[src/rtl/dbg_pkg.sv]
// Debug request manager shared types: host commands, network responses, FSM states, widths
package dbg_pkg;

	// Default host item width
	localparam int DEF_ITEM_W = 32;

	// Default width of one register lane
	localparam int DEF_REG_W = 32;

	// Default number of lanes in a vector register
	localparam int DEF_LANES = 4;

	// Default number of tiles on the network
	localparam int DEF_TILE_COUNT = 4;

	// Host command opcodes, carried in the low 8 bits of a host item
	// The same code travels in the command field of the network message
	typedef enum logic [7:0] {
		DSU_ENABLE     = 8'h01,
		DSU_DISABLE    = 8'h02,
		DSU_RESUME     = 8'h03,
		DSU_READ_S_REG = 8'h04,
		DSU_READ_V_REG = 8'h05
	} host_cmd_e;

	// Response opcodes returned by the remote debug unit
	typedef enum logic [7:0] {
		DSU_ACK_RSP       = 8'h10,
		DSU_REG_VALUE_RSP = 8'h11
	} net_rsp_e;

	// Control FSM states
	typedef enum logic [3:0] {
		// One idle cycle after reset before items are accepted
		START     = 4'd0,
		IDLE      = 4'd1,
		WAIT_DEST = 4'd2,
		WAIT_ADDR = 4'd3,
		BUILD_MSG = 4'd4,
		SEND_NET  = 4'd5,
		// Waiting for the network answer
		WAIT_ACK  = 4'd6,
		WAIT_REG  = 4'd7,
		// Reply words to the host
		SEND_HOST = 4'd8,
		NEXT_LANE = 4'd9
	} req_state_e;

endpackage

[src/rtl/dbg_request_fsm.sv]
// Debug request control FSM sequencing host items, network sends and replies to the host
module dbg_request_fsm #(
	parameter int ITEM_W = dbg_pkg::DEF_ITEM_W
) (
	input  logic              clk,
	input  logic              reset,

	// Host input side
	input  logic [ITEM_W-1:0] item_data_i,
	input  logic              item_valid_i,
	output logic              item_avail_o,

	// Host output side
	input  logic              item_avail_i,
	output logic              item_valid_o,

	// Network side
	input  logic              c2n_available_i,
	output logic              c2n_valid_o,
	input  logic              n2c_valid_i,
	input  dbg_pkg::net_rsp_e n2c_rsp_i,
	output logic              n2c_consumed_o,

	// Register block status
	input  dbg_pkg::host_cmd_e cmd_i,
	input  logic              last_lane_i,

	// Register block strobes
	output logic              ld_cmd_o,
	output logic              ld_dest_o,
	output logic              ld_addr_o,
	output logic              ld_msg_o,
	output logic              ld_ack_o,
	output logic              ld_reply_o,
	output logic              shift_reply_o,
	output logic              clr_lane_o
);

	dbg_pkg::req_state_e state;
	dbg_pkg::req_state_e next_state;
	dbg_pkg::host_cmd_e  host_cmd;
	logic                cmd_is_read;

	// Opcode in the low byte of the incoming item
	assign host_cmd = dbg_pkg::host_cmd_e'(item_data_i[7:0]);

	// Stored command selects the awaited response
	assign cmd_is_read = (cmd_i == dbg_pkg::DSU_READ_S_REG) ||
		(cmd_i == dbg_pkg::DSU_READ_V_REG);

	always_ff @(posedge clk, posedge reset) begin
		if (reset) begin
			state <= dbg_pkg::START;
		end else begin
			state <= next_state;
		end
	end

	always_comb begin
		next_state     = state;
		item_avail_o   = 1'b0;
		item_valid_o   = 1'b0;
		c2n_valid_o    = 1'b0;
		n2c_consumed_o = 1'b0;
		ld_cmd_o       = 1'b0;
		ld_dest_o      = 1'b0;
		ld_addr_o      = 1'b0;
		ld_msg_o       = 1'b0;
		ld_ack_o       = 1'b0;
		ld_reply_o     = 1'b0;
		shift_reply_o  = 1'b0;
		clr_lane_o     = 1'b0;

		case (state)
			dbg_pkg::START: begin
				next_state = dbg_pkg::IDLE;
			end

			dbg_pkg::IDLE: begin
				item_avail_o = 1'b1;
				if (item_valid_i) begin
					// Unknown opcodes are dropped and the FSM stays idle
					case (host_cmd)
						dbg_pkg::DSU_ENABLE,
						dbg_pkg::DSU_DISABLE: begin
							ld_cmd_o   = 1'b1;
							clr_lane_o = 1'b1;
							next_state = dbg_pkg::WAIT_DEST;
						end
						dbg_pkg::DSU_READ_S_REG,
						dbg_pkg::DSU_READ_V_REG: begin
							ld_cmd_o   = 1'b1;
							clr_lane_o = 1'b1;
							next_state = dbg_pkg::WAIT_ADDR;
						end
						dbg_pkg::DSU_RESUME: begin
							// Resume keeps the last destination
							ld_cmd_o   = 1'b1;
							clr_lane_o = 1'b1;
							next_state = dbg_pkg::BUILD_MSG;
						end
						default: begin
							next_state = dbg_pkg::IDLE;
						end
					endcase
				end
			end

			dbg_pkg::WAIT_DEST: begin
				item_avail_o = 1'b1;
				if (item_valid_i) begin
					ld_dest_o  = 1'b1;
					next_state = dbg_pkg::BUILD_MSG;
				end
			end

			dbg_pkg::WAIT_ADDR: begin
				item_avail_o = 1'b1;
				if (item_valid_i) begin
					ld_addr_o  = 1'b1;
					next_state = dbg_pkg::BUILD_MSG;
				end
			end

			dbg_pkg::BUILD_MSG: begin
				ld_msg_o   = 1'b1;
				next_state = dbg_pkg::SEND_NET;
			end

			dbg_pkg::SEND_NET: begin
				if (c2n_available_i) begin
					c2n_valid_o = 1'b1;
					next_state  = cmd_is_read ? dbg_pkg::WAIT_REG : dbg_pkg::WAIT_ACK;
				end
			end

			dbg_pkg::WAIT_ACK: begin
				// Other opcodes stay pending in the network
				if (n2c_valid_i && n2c_rsp_i == dbg_pkg::DSU_ACK_RSP) begin
					n2c_consumed_o = 1'b1;
					ld_ack_o       = 1'b1;
					next_state     = dbg_pkg::SEND_HOST;
				end
			end

			dbg_pkg::WAIT_REG: begin
				if (n2c_valid_i && n2c_rsp_i == dbg_pkg::DSU_REG_VALUE_RSP) begin
					n2c_consumed_o = 1'b1;
					ld_reply_o     = 1'b1;
					next_state     = dbg_pkg::SEND_HOST;
				end
			end

			dbg_pkg::SEND_HOST: begin
				if (item_avail_i) begin
					item_valid_o = 1'b1;
					next_state   = last_lane_i ? dbg_pkg::IDLE : dbg_pkg::NEXT_LANE;
				end
			end

			dbg_pkg::NEXT_LANE: begin
				shift_reply_o = 1'b1;
				next_state    = dbg_pkg::SEND_HOST;
			end

			default: begin
				next_state = dbg_pkg::START;
			end
		endcase
	end

endmodule

[src/rtl/dbg_message_regs.sv]
// Debug request register block holding command, destination, outgoing message and reply lanes
module dbg_message_regs #(
	parameter int ITEM_W     = dbg_pkg::DEF_ITEM_W,
	parameter int REG_W      = dbg_pkg::DEF_REG_W,
	parameter int LANES      = dbg_pkg::DEF_LANES,
	parameter int TILE_COUNT = dbg_pkg::DEF_TILE_COUNT
) (
	input  logic                   clk,
	input  logic                   reset,

	// Data inputs
	input  logic [ITEM_W-1:0]      item_data_i,
	input  dbg_pkg::net_rsp_e      n2c_rsp_i,
	input  logic [REG_W*LANES-1:0] n2c_data_i,

	// Strobes from the FSM
	input  logic                   ld_cmd_i,
	input  logic                   ld_dest_i,
	input  logic                   ld_addr_i,
	input  logic                   ld_msg_i,
	input  logic                   ld_ack_i,
	input  logic                   ld_reply_i,
	input  logic                   shift_reply_i,
	input  logic                   clr_lane_i,

	// Status to the FSM
	output dbg_pkg::host_cmd_e     cmd_o,
	output logic                   last_lane_o,

	// Host and network data
	output logic [ITEM_W-1:0]      item_data_o,
	output dbg_pkg::host_cmd_e     c2n_cmd_o,
	output logic                   c2n_enable_o,
	output logic [REG_W*LANES-1:0] c2n_data_o,
	output logic [TILE_COUNT-1:0]  c2n_dest_mask_o
);

	localparam int PAY_W  = REG_W * LANES;
	localparam int DEST_W = (TILE_COUNT > 1) ? $clog2(TILE_COUNT) : 1;
	localparam int LANE_W = (LANES > 1) ? $clog2(LANES) : 1;
	localparam logic [LANE_W-1:0] LAST_LANE = LANE_W'(LANES - 1);

	dbg_pkg::host_cmd_e cmd_q;
	logic [DEST_W-1:0]  dest_q;
	logic [ITEM_W-1:0]  addr_q;
	logic [PAY_W-1:0]   reply_q;
	logic [PAY_W-1:0]   reply_next;
	logic [LANE_W-1:0]  lane_cnt;

	// Command, destination and lane counter
	always_ff @(posedge clk, posedge reset) begin
		if (reset) begin
			cmd_q    <= dbg_pkg::DSU_RESUME;
			dest_q   <= '0;
			lane_cnt <= '0;
		end else begin
			if (ld_cmd_i) begin
				cmd_q <= dbg_pkg::host_cmd_e'(item_data_i[7:0]);
			end
			if (ld_dest_i) begin
				dest_q <= item_data_i[DEST_W-1:0];
			end
			if (clr_lane_i) begin
				lane_cnt <= '0;
			end else if (shift_reply_i) begin
				lane_cnt <= lane_cnt + 1'b1;
			end
		end
	end

	// Reply after dropping the lane just sent
	assign reply_next = reply_q >> REG_W;

	// Address, outgoing message and host data
	always_ff @(posedge clk) begin
		if (ld_addr_i) begin
			addr_q <= item_data_i;
		end
		if (ld_msg_i) begin
			c2n_cmd_o    <= cmd_q;
			c2n_enable_o <= (cmd_q == dbg_pkg::DSU_ENABLE);
			if (cmd_q == dbg_pkg::DSU_READ_S_REG || cmd_q == dbg_pkg::DSU_READ_V_REG) begin
				// Register address in the low item, rest zero
				c2n_data_o <= PAY_W'(addr_q);
			end else begin
				c2n_data_o <= '1;
			end
		end
		if (ld_ack_i) begin
			item_data_o <= ITEM_W'(n2c_rsp_i);
		end else if (ld_reply_i) begin
			reply_q     <= n2c_data_i;
			item_data_o <= ITEM_W'(n2c_data_i[REG_W-1:0]);
		end else if (shift_reply_i) begin
			reply_q     <= reply_next;
			item_data_o <= ITEM_W'(reply_next[REG_W-1:0]);
		end
	end

	assign cmd_o = cmd_q;

	// Vector reads walk all lanes, everything else returns a single item
	assign last_lane_o = (cmd_q == dbg_pkg::DSU_READ_V_REG) ? (lane_cnt == LAST_LANE) : 1'b1;

	// Destination index to one-hot tile mask
	assign c2n_dest_mask_o = TILE_COUNT'(1) << dest_q;

endmodule

[src/rtl/dbg_request_manager.sv]
// Debug request manager top level joining the control FSM and its message register block
module dbg_request_manager #(
	parameter int ITEM_W     = dbg_pkg::DEF_ITEM_W,
	parameter int REG_W      = dbg_pkg::DEF_REG_W,
	parameter int LANES      = dbg_pkg::DEF_LANES,
	parameter int TILE_COUNT = dbg_pkg::DEF_TILE_COUNT
) (
	input  logic                   clk,
	input  logic                   reset,

	// Host input side
	input  logic [ITEM_W-1:0]      item_data_i,
	input  logic                   item_valid_i,
	output logic                   item_avail_o,

	// Host output side
	output logic [ITEM_W-1:0]      item_data_o,
	output logic                   item_valid_o,
	input  logic                   item_avail_i,

	// Network send side
	output logic                   c2n_valid_o,
	input  logic                   c2n_available_i,
	output dbg_pkg::host_cmd_e     c2n_cmd_o,
	output logic                   c2n_enable_o,
	output logic [REG_W*LANES-1:0] c2n_data_o,
	output logic [TILE_COUNT-1:0]  c2n_dest_mask_o,

	// Network receive side
	input  logic                   n2c_valid_i,
	input  dbg_pkg::net_rsp_e      n2c_rsp_i,
	input  logic [REG_W*LANES-1:0] n2c_data_i,
	output logic                   n2c_consumed_o
);

	dbg_pkg::host_cmd_e cmd;
	logic               last_lane;
	logic               ld_cmd;
	logic               ld_dest;
	logic               ld_addr;
	logic               ld_msg;
	logic               ld_ack;
	logic               ld_reply;
	logic               shift_reply;
	logic               clr_lane;

	dbg_request_fsm #(
		.ITEM_W(ITEM_W)
	) u_fsm (
		.clk             (clk),
		.reset           (reset),
		.item_data_i     (item_data_i),
		.item_valid_i    (item_valid_i),
		.item_avail_o    (item_avail_o),
		.item_avail_i    (item_avail_i),
		.item_valid_o    (item_valid_o),
		.c2n_available_i (c2n_available_i),
		.c2n_valid_o     (c2n_valid_o),
		.n2c_valid_i     (n2c_valid_i),
		.n2c_rsp_i       (n2c_rsp_i),
		.n2c_consumed_o  (n2c_consumed_o),
		.cmd_i           (cmd),
		.last_lane_i     (last_lane),
		.ld_cmd_o        (ld_cmd),
		.ld_dest_o       (ld_dest),
		.ld_addr_o       (ld_addr),
		.ld_msg_o        (ld_msg),
		.ld_ack_o        (ld_ack),
		.ld_reply_o      (ld_reply),
		.shift_reply_o   (shift_reply),
		.clr_lane_o      (clr_lane)
	);

	dbg_message_regs #(
		.ITEM_W     (ITEM_W),
		.REG_W      (REG_W),
		.LANES      (LANES),
		.TILE_COUNT (TILE_COUNT)
	) u_regs (
		.clk             (clk),
		.reset           (reset),
		.item_data_i     (item_data_i),
		.n2c_rsp_i       (n2c_rsp_i),
		.n2c_data_i      (n2c_data_i),
		.ld_cmd_i        (ld_cmd),
		.ld_dest_i       (ld_dest),
		.ld_addr_i       (ld_addr),
		.ld_msg_i        (ld_msg),
		.ld_ack_i        (ld_ack),
		.ld_reply_i      (ld_reply),
		.shift_reply_i   (shift_reply),
		.clr_lane_i      (clr_lane),
		.cmd_o           (cmd),
		.last_lane_o     (last_lane),
		.item_data_o     (item_data_o),
		.c2n_cmd_o       (c2n_cmd_o),
		.c2n_enable_o    (c2n_enable_o),
		.c2n_data_o      (c2n_data_o),
		.c2n_dest_mask_o (c2n_dest_mask_o)
	);

endmodule

[config.mk]
export PLATFORM = sky130hd
export DESIGN_NAME = dbg_request_manager
export DESIGN_NICKNAME = d
export VERILOG_FILES = /design/src/rtl/dbg_pkg.sv /design/src/rtl/dbg_request_fsm.sv /design/src/rtl/dbg_message_regs.sv /design/src/rtl/dbg_request_manager.sv
export SDC_FILE = /design/constraint.sdc
export NUM_CORES = 1
export LEC_CHECK = 0
export ABC_AREA = 1
export BUFFER_PORTS_ARGS = -buffer_cell sky130_fd_sc_hd__buf_2
export CAP_MARGIN = 20
export CORE_MARGIN = 2
export CORE_UTILIZATION = 52
export CTS_BUF_LIST = sky130_fd_sc_hd__clkbuf_4
export DETAILED_ROUTE_END_ITERATION = 16
export MAX_ROUTING_LAYER = met4
export PLACE_DENSITY = 0.84
export SLEW_MARGIN = 20
export SYNTH_ARGS = -nofsm -noshare
export SYNTH_HDL_FRONTEND = slang
export SYNTH_SLANG_ARGS = --single-unit
[constraint.sdc]
create_clock -name clk -period 5.1 [get_ports clk]
set_input_delay 1.53 -clock clk [delete_from_list [all_inputs] [get_ports clk]]
set_output_delay 1.53 -clock clk [all_outputs]
set_load 0.02 [all_outputs]
Word level (Yosys, flattened, before mapping)
Cells that the tools add are included.
{"block": "op_classes", "reduce_logical": 14, "div": 0, "shifts": 1, "mux": 37, "n_bitwise": 1, "add_sub_neg": 1, "mul": 0, "n_eq_ne": 26, "n_lt_le_gt_ge": 0}
{"op": "2-to-1 mux 128 bit", "count": 3}
{"op": "2-to-1 mux 32 bit", "count": 2}
{"op": "one-hot mux 4 bit (9 select lines)", "count": 1}
{"op": "equality test 8 x 3 -> 1 bit (second input constant)", "count": 4}
{"op": "2-to-1 mux 4 bit", "count": 7}
{"op": "2-to-1 mux 1 bit", "count": 19}
{"op": "equality test 4 x 3 -> 1 bit (second input constant)", "count": 4}
{"op": "equality test 8 x 1 -> 1 bit (second input constant)", "count": 2}
{"op": "equality test 8 x 2 -> 1 bit (second input constant)", "count": 2}
{"op": "equality test 8 x 5 -> 1 bit (second input constant)", "count": 2}
{"op": "one-hot mux 3 bit (3 select lines)", "count": 1}
{"op": "equality test 4 x 2 -> 1 bit (second input constant)", "count": 2}
{"op": "equality test 4 bit (second input constant)", "count": 2}
{"op": "2-to-1 mux 8 bit", "count": 1}
{"op": "!= test 2 x 1 -> 1 bit (second input constant)", "count": 3}
{"op": "!= test 2 bit (second input constant)", "count": 3}
{"op": "AND reduction 6 bit", "count": 1}
{"op": "OR reduction 2 bit", "count": 3}
{"op": "OR reduction 5 bit", "count": 1}
{"op": "equality test 4 x 1 -> 1 bit (second input constant)", "count": 1}
{"op": "logical NOT 4 bit", "count": 1}
{"op": "2-to-1 mux 2 bit", "count": 2}
{"op": "nonzero test 2 bit", "count": 2}
{"op": "left shift 1 x 2 -> 4 bit (first input constant)", "count": 1}
{"op": "other kinds (9)", "count": 10}
{"block": "word_totals", "latch_bits": 0, "ram_bits": 0, "mem_bits_ro": 0, "reg_bits": 345, "memories": 0, "word_cells": 92, "out_inout_bits": 177}

Depth between registers and ports, before layout
{"block": "depth", "ltp_word": 6, "depth_mapped": 10, "depth_no_buf": 10}

Modules after synthesis
A second synthesis with hierarchy kept.
{"block": "hier_totals", "hier_cells": 1047, "hier_area_um2": 9993.3}
{"mod": "dbg_message_regs", "n_inst": 1, "area_per_inst_um2": 9357.7, "seq_area_each_um2": 6128.4, "cells_per_inst": 929}
{"mod": "dbg_request_fsm", "n_inst": 1, "area_per_inst_um2": 635.6, "seq_area_each_um2": 100.1, "cells_per_inst": 118}

Worst setup path after synthesis
Ideal clock, no wire load.
{"block": "synth_timing", "path_kind": "input-to-reg", "from": "in item_valid_i", "to": "reg u_regs.addr_q[0] (enable)", "setup_ns": 0.461, "path_buffers": 0, "arrival_ns": 3.806, "t_required_ns": 4.639, "path_stages": 2, "path_slack_ns": 0.833, "cell_sequence": "inv_1 > nor3_1"}
{"block": "synth_between", "elab_chain_cells": 2}
{"element": "from (decl)", "line_no": "dbg_request_manager.sv:13", "rtl": "input logic item_valid_i,"}
{"element": "2-to-1 mux 1 bit", "line_no": "dbg_request_fsm.sv:119", "rtl": "if (item_valid_i) begin"}
{"element": "2-to-1 mux 1 bit", "line_no": "dbg_request_fsm.sv:74", "rtl": "case (state)"}
{"element": "via ld_addr", "line_no": "dbg_request_manager.sv:40", "rtl": "logic ld_addr;"}
{"element": "to (signal assigned)", "line_no": "dbg_message_regs.sv:77", "rtl": "addr_q <= item_data_i;"}
{"element": "to (decl)", "line_no": "dbg_message_regs.sv:45", "rtl": "logic [ITEM_W-1:0] addr_q;"}
The timed path passes the listed nets, and every way through them passes these cells.
A chain may end at the register's enable or synchronous reset.

Worst setup path after layout
{"block": "layout_timing", "from": "in n2c_rsp_i[1]", "to": "out n2c_consumed_o"}
{"block": "layout_between", "elab_chain_cells": 4, "word_cells_on_any_way": 7, "cone_classes": "eq/ne (2); mux (3); reduce/logical (2)"}
{"element": "from (decl)", "line_no": "dbg_request_manager.sv:31", "rtl": "input dbg_pkg::net_rsp_e n2c_rsp_i,"}
{"element": "equality test 8 x 5 -> 1 bit, on equally long branches", "line_no": "dbg_request_fsm.sv:147, dbg_request_fsm.sv:139"}
{"element": "logical AND 1 bit, on equally long branches", "line_no": "dbg_request_fsm.sv:147, dbg_request_fsm.sv:139"}
{"element": "2-to-1 mux 1 bit, on equally long branches", "line_no": "dbg_request_fsm.sv:147, dbg_request_fsm.sv:139"}
{"element": "one-hot mux 1 bit (2 select lines) (*)", "line_no": "dbg_request_fsm.sv:74"}
{"element": "to (decl)", "line_no": "dbg_request_manager.sv:33", "rtl": "output logic n2c_consumed_o"}
Mark *: on every way between the ends. The rest lies on a longest branch, timed or not.

==> summary.md <==
| Metric | Value |
|---|---|
| Status | `finished clean` |
| DRC violations left | `0` |
| TritonCTS sink count | `about 220` |
| Die height | `141 um` |
| Num ports | `between 300 and 400` |
| Vias | `7261` |
| Worst EP required | `about 3600 ps` |
| GP Congestion | `between 0.8 and 0.9` |
| Setup ws final | `1050 ps` |
| Final nets | `1449` |
| Largest net degree at the start of global routing | `117` |
| Final setup vio count | `0` |
| Post-CTS Hold Fix Bufs | `0` |
| Tot Pwr | `4.76 mW` |
| CTS max path bufs | `3` |
| YS warnings | `0` |
| Vias in the first global route | `roughly 6800` |
| Top post-synthesis cells by count | `345 x nand2_1, 178 x edfxtp_1, 116 x inv_1, 102 x buf_4, 62 x nor2_1` |
| Utilization after layout | `approximately 63%` |
| CTS root buf | `clkbuf_4` |
| Count leader, synth | `nand2_1` |
| Part of the Yosys area used for sequential elements | `~64%` |
| CTS tree | `built` |
| Fin crit period | `4050 ps` |
| Final Hold Viols | `0` |
| Post-Syn Area per Cell | `between 9 and 10 um^2` |
| Drt wl/cell | `about 14 um` |
| Initial antenna violation count | `4` |
| Synth Register Bits | `~220` |
| Post-route setup TNS | `0 ps` |
| Post-DP HPWL | `between 15 and 20 mm` |
| Number of flops mapped to enable cells by yosys | `~180` |
| Async S/R FF share, synth | `under 10%` |
| Hold Path Class | `flip-flop to flip-flop` |
| Relative slew slack | `42.3%` |
| Die X-Extent | `141 um` |
| Leak | `around 5.4 nW` |
| Starting density of the core | `a little over half` |
| Pins Over Slew Limit | `0` |
| Synth top area share | `54.7%` |
| WS Path Type | `input port to primary output` |
| Crit share post-route | `79.5%` |
| Cts repair resizes | `0` |
| Row cnt | `50` |
| Fmax | `around 250 MHz` |
| CP delay by family, top | `simple AND/OR/NAND/NOR gates` |
| P per Cell Area | `about 400 nW/um^2` |
| Crit path arrival time | `~2500 ps` |
| Max H-tree Level | `2` |
| Cell Area, Synth | `around 10000 um^2` |
| Final Skew | `about 44 ps` |
| Global Route Usage Sum | `a little over a fifth` |
| Number of setup buffers added after CTS | `0` |
| Antenna viol nets, final | `0` |
| # Max-Cap Violations | `0` |
| Vias per inst | `about 4.7` |
| Worst vdd ir | `about 0.00024 V` |
| Biggest area consumer among synthesized cells | `edfxtp_1` |
| Worst Tran Pin Value | `about 860 ps` |
| CP max stage delay | `270 ps` |
| Highest net fanout along the worst path | `3` |
| Pre-CTS WS | `roughly 1100 ps` |
| Detailed Routing Iterations Pass 1 | `5` |
| Core Area | `~19000 um^2` |
| Placement Cell Area | `around 11000 um^2` |
| Endpoint type of the worst setup path | `primary output` |
| CP max-delay cell | `nor3_4` |
| Syn Nets | `around 1200` |
| Synth Flop Type | `edfxtp_1` |
| Die area | `roughly 20000 um^2` |
| Area Growth Syn to Fin | `20.5%` |
| Number of DRC markers in iteration 0 | `between 400 and 500` |
| Clock insertion delay at the later pin of the skew report | `650 ps` |
| Buffers and inverters on the worst path | `3` |
| CTS Buf Count | `between 50 and 60` |
| Synth area leaders | `edfxtp_1 55%, nand2_1 13%, buf_4 7.8%, dfxtp_1 4.9%, inv_1 4.5%` |
| First-pass GRT wire length | `approximately 33 mm` |
| Worst Setup Start Kind | `input port` |
| PortBufs | `350` |
| RSZ-0062 raised after global routing | `false` |
| Share of layout cells above drive strength 1 | `roughly two fifths` |
| Crit path cell chain | `buf_2 -> nor2_1 -> nand2_1 -> nor3_4 -> inv_1 -> nand2_1 -> buf_2` |
| Final instance area | `approximately 12000 um^2` |
| Fillcell total | `between 1000 and 1500` |
| Clock-pin transition on the worst setup and hold timing paths | `60 ps` |
| Post-synthesis instance total | `987` |
| Remaining Overflow, GRT | `0` |
| Synth unique cells | `30` |
| Wirelength, routed | `between 20 and 25 mm` |
-- state kept, by name (all words and copies together) (netlist names) --
signal	count
u_fsm.state	4
u_regs.cmd_o	8
u_regs.dest_q	2
u_regs.addr_q	32
u_regs.lane_cnt	2
u_regs.c2n_data_o	33
u_regs.c2n_cmd_o	8
u_regs.c2n_enable_o	1
u_regs.reply_q	96
u_regs.item_data_o	32
-- cell type report --
type | count | area, um^2 | share of cell area [%]
sequential | 218 | 6230 | 52.9
multi-input combinational | 523 | 2240 | 19.0
timing repair buffer | 358 | 1840 | 15.6
clock buffer | 94 | 706 | 5.99
inverter | 118 | 443 | 3.76
tap | 234 | 293 | 2.49
clock inverter | 6 | 26.3 | 0.223
antenna | 4 | 10.0 | 0.0850
-- power by group --
part / internal [mW] / switching, mW
registers: 2.22 / 0.126
logic: 0.297 / 0.628
clock network: 0.822 / 0.671
-- per-stage QoR --
step	hold slack [ps]	cells
global placement	434	1451
global route	462	1555
CTS	449	1551
floorplan	425	987
detailed placement	432	1451
finish	447	1555
-- kinds of logic after synthesis --
kind of cell / after synthesis / synth area share (%)
AOI/OAI and AO/OA: 24 / 1.32
and+or+nand+nor: 497 / 21.1
xor gates and xnor gates: 1 / 0.0896
adders and majority gates: 1 / 0.128
buffers and inverters: 246 / 13.6
DFF: 218 / 63.7
-- cells in the final DEF (no fill, tap or decap), drive strengths merged, types with 2 or more instances in the layout --
cell,netlist,routed
inv,118,119
buf,114,358
nand3,38,38
dfstp,2,2
nor3,7,7
or2,32,32
nor2,65,65
edfxtp,178,178
o21ai,7,7
clkinv,0,4
clkbuf,14,94
dfrtp,14,14
dfxtp,24,24
nand2,353,353
a21oi,14,14
diode,0,4
-- final timing paths --
kind	from	to	slack (ps)	cells after the start
min in group asynchronous	reset	u_regs.dest_q[1]	990	2
max in group asynchronous	reset	u_regs.lane_cnt[0]	3630	2
setup reg to reg	u_fsm.state[2]	u_regs.item_data_o[4]	2350	7
hold / removal	u_regs.cmd_o[5]	u_regs.c2n_cmd_o[5]	450	0
setup / recovery	n2c_rsp_i[1]	n2c_consumed_o	1050	7
hold reg to reg	u_regs.cmd_o[5]	u_regs.c2n_cmd_o[5]	450	0
-- per-layer routing --
metal  global-route usage (%)  share of wire, %  wire length (um)  vias up
met3                     4.65               7.0              1520       65
met5                        -                 0                 0        -
met2                     36.5                52             11200      344
met1                     24.0                37              8060     3226
met4                     12.8               4.4               955        0
li1                         -                 -                 -     3626
No activity file was read; power rests on OpenSTA's default activity.
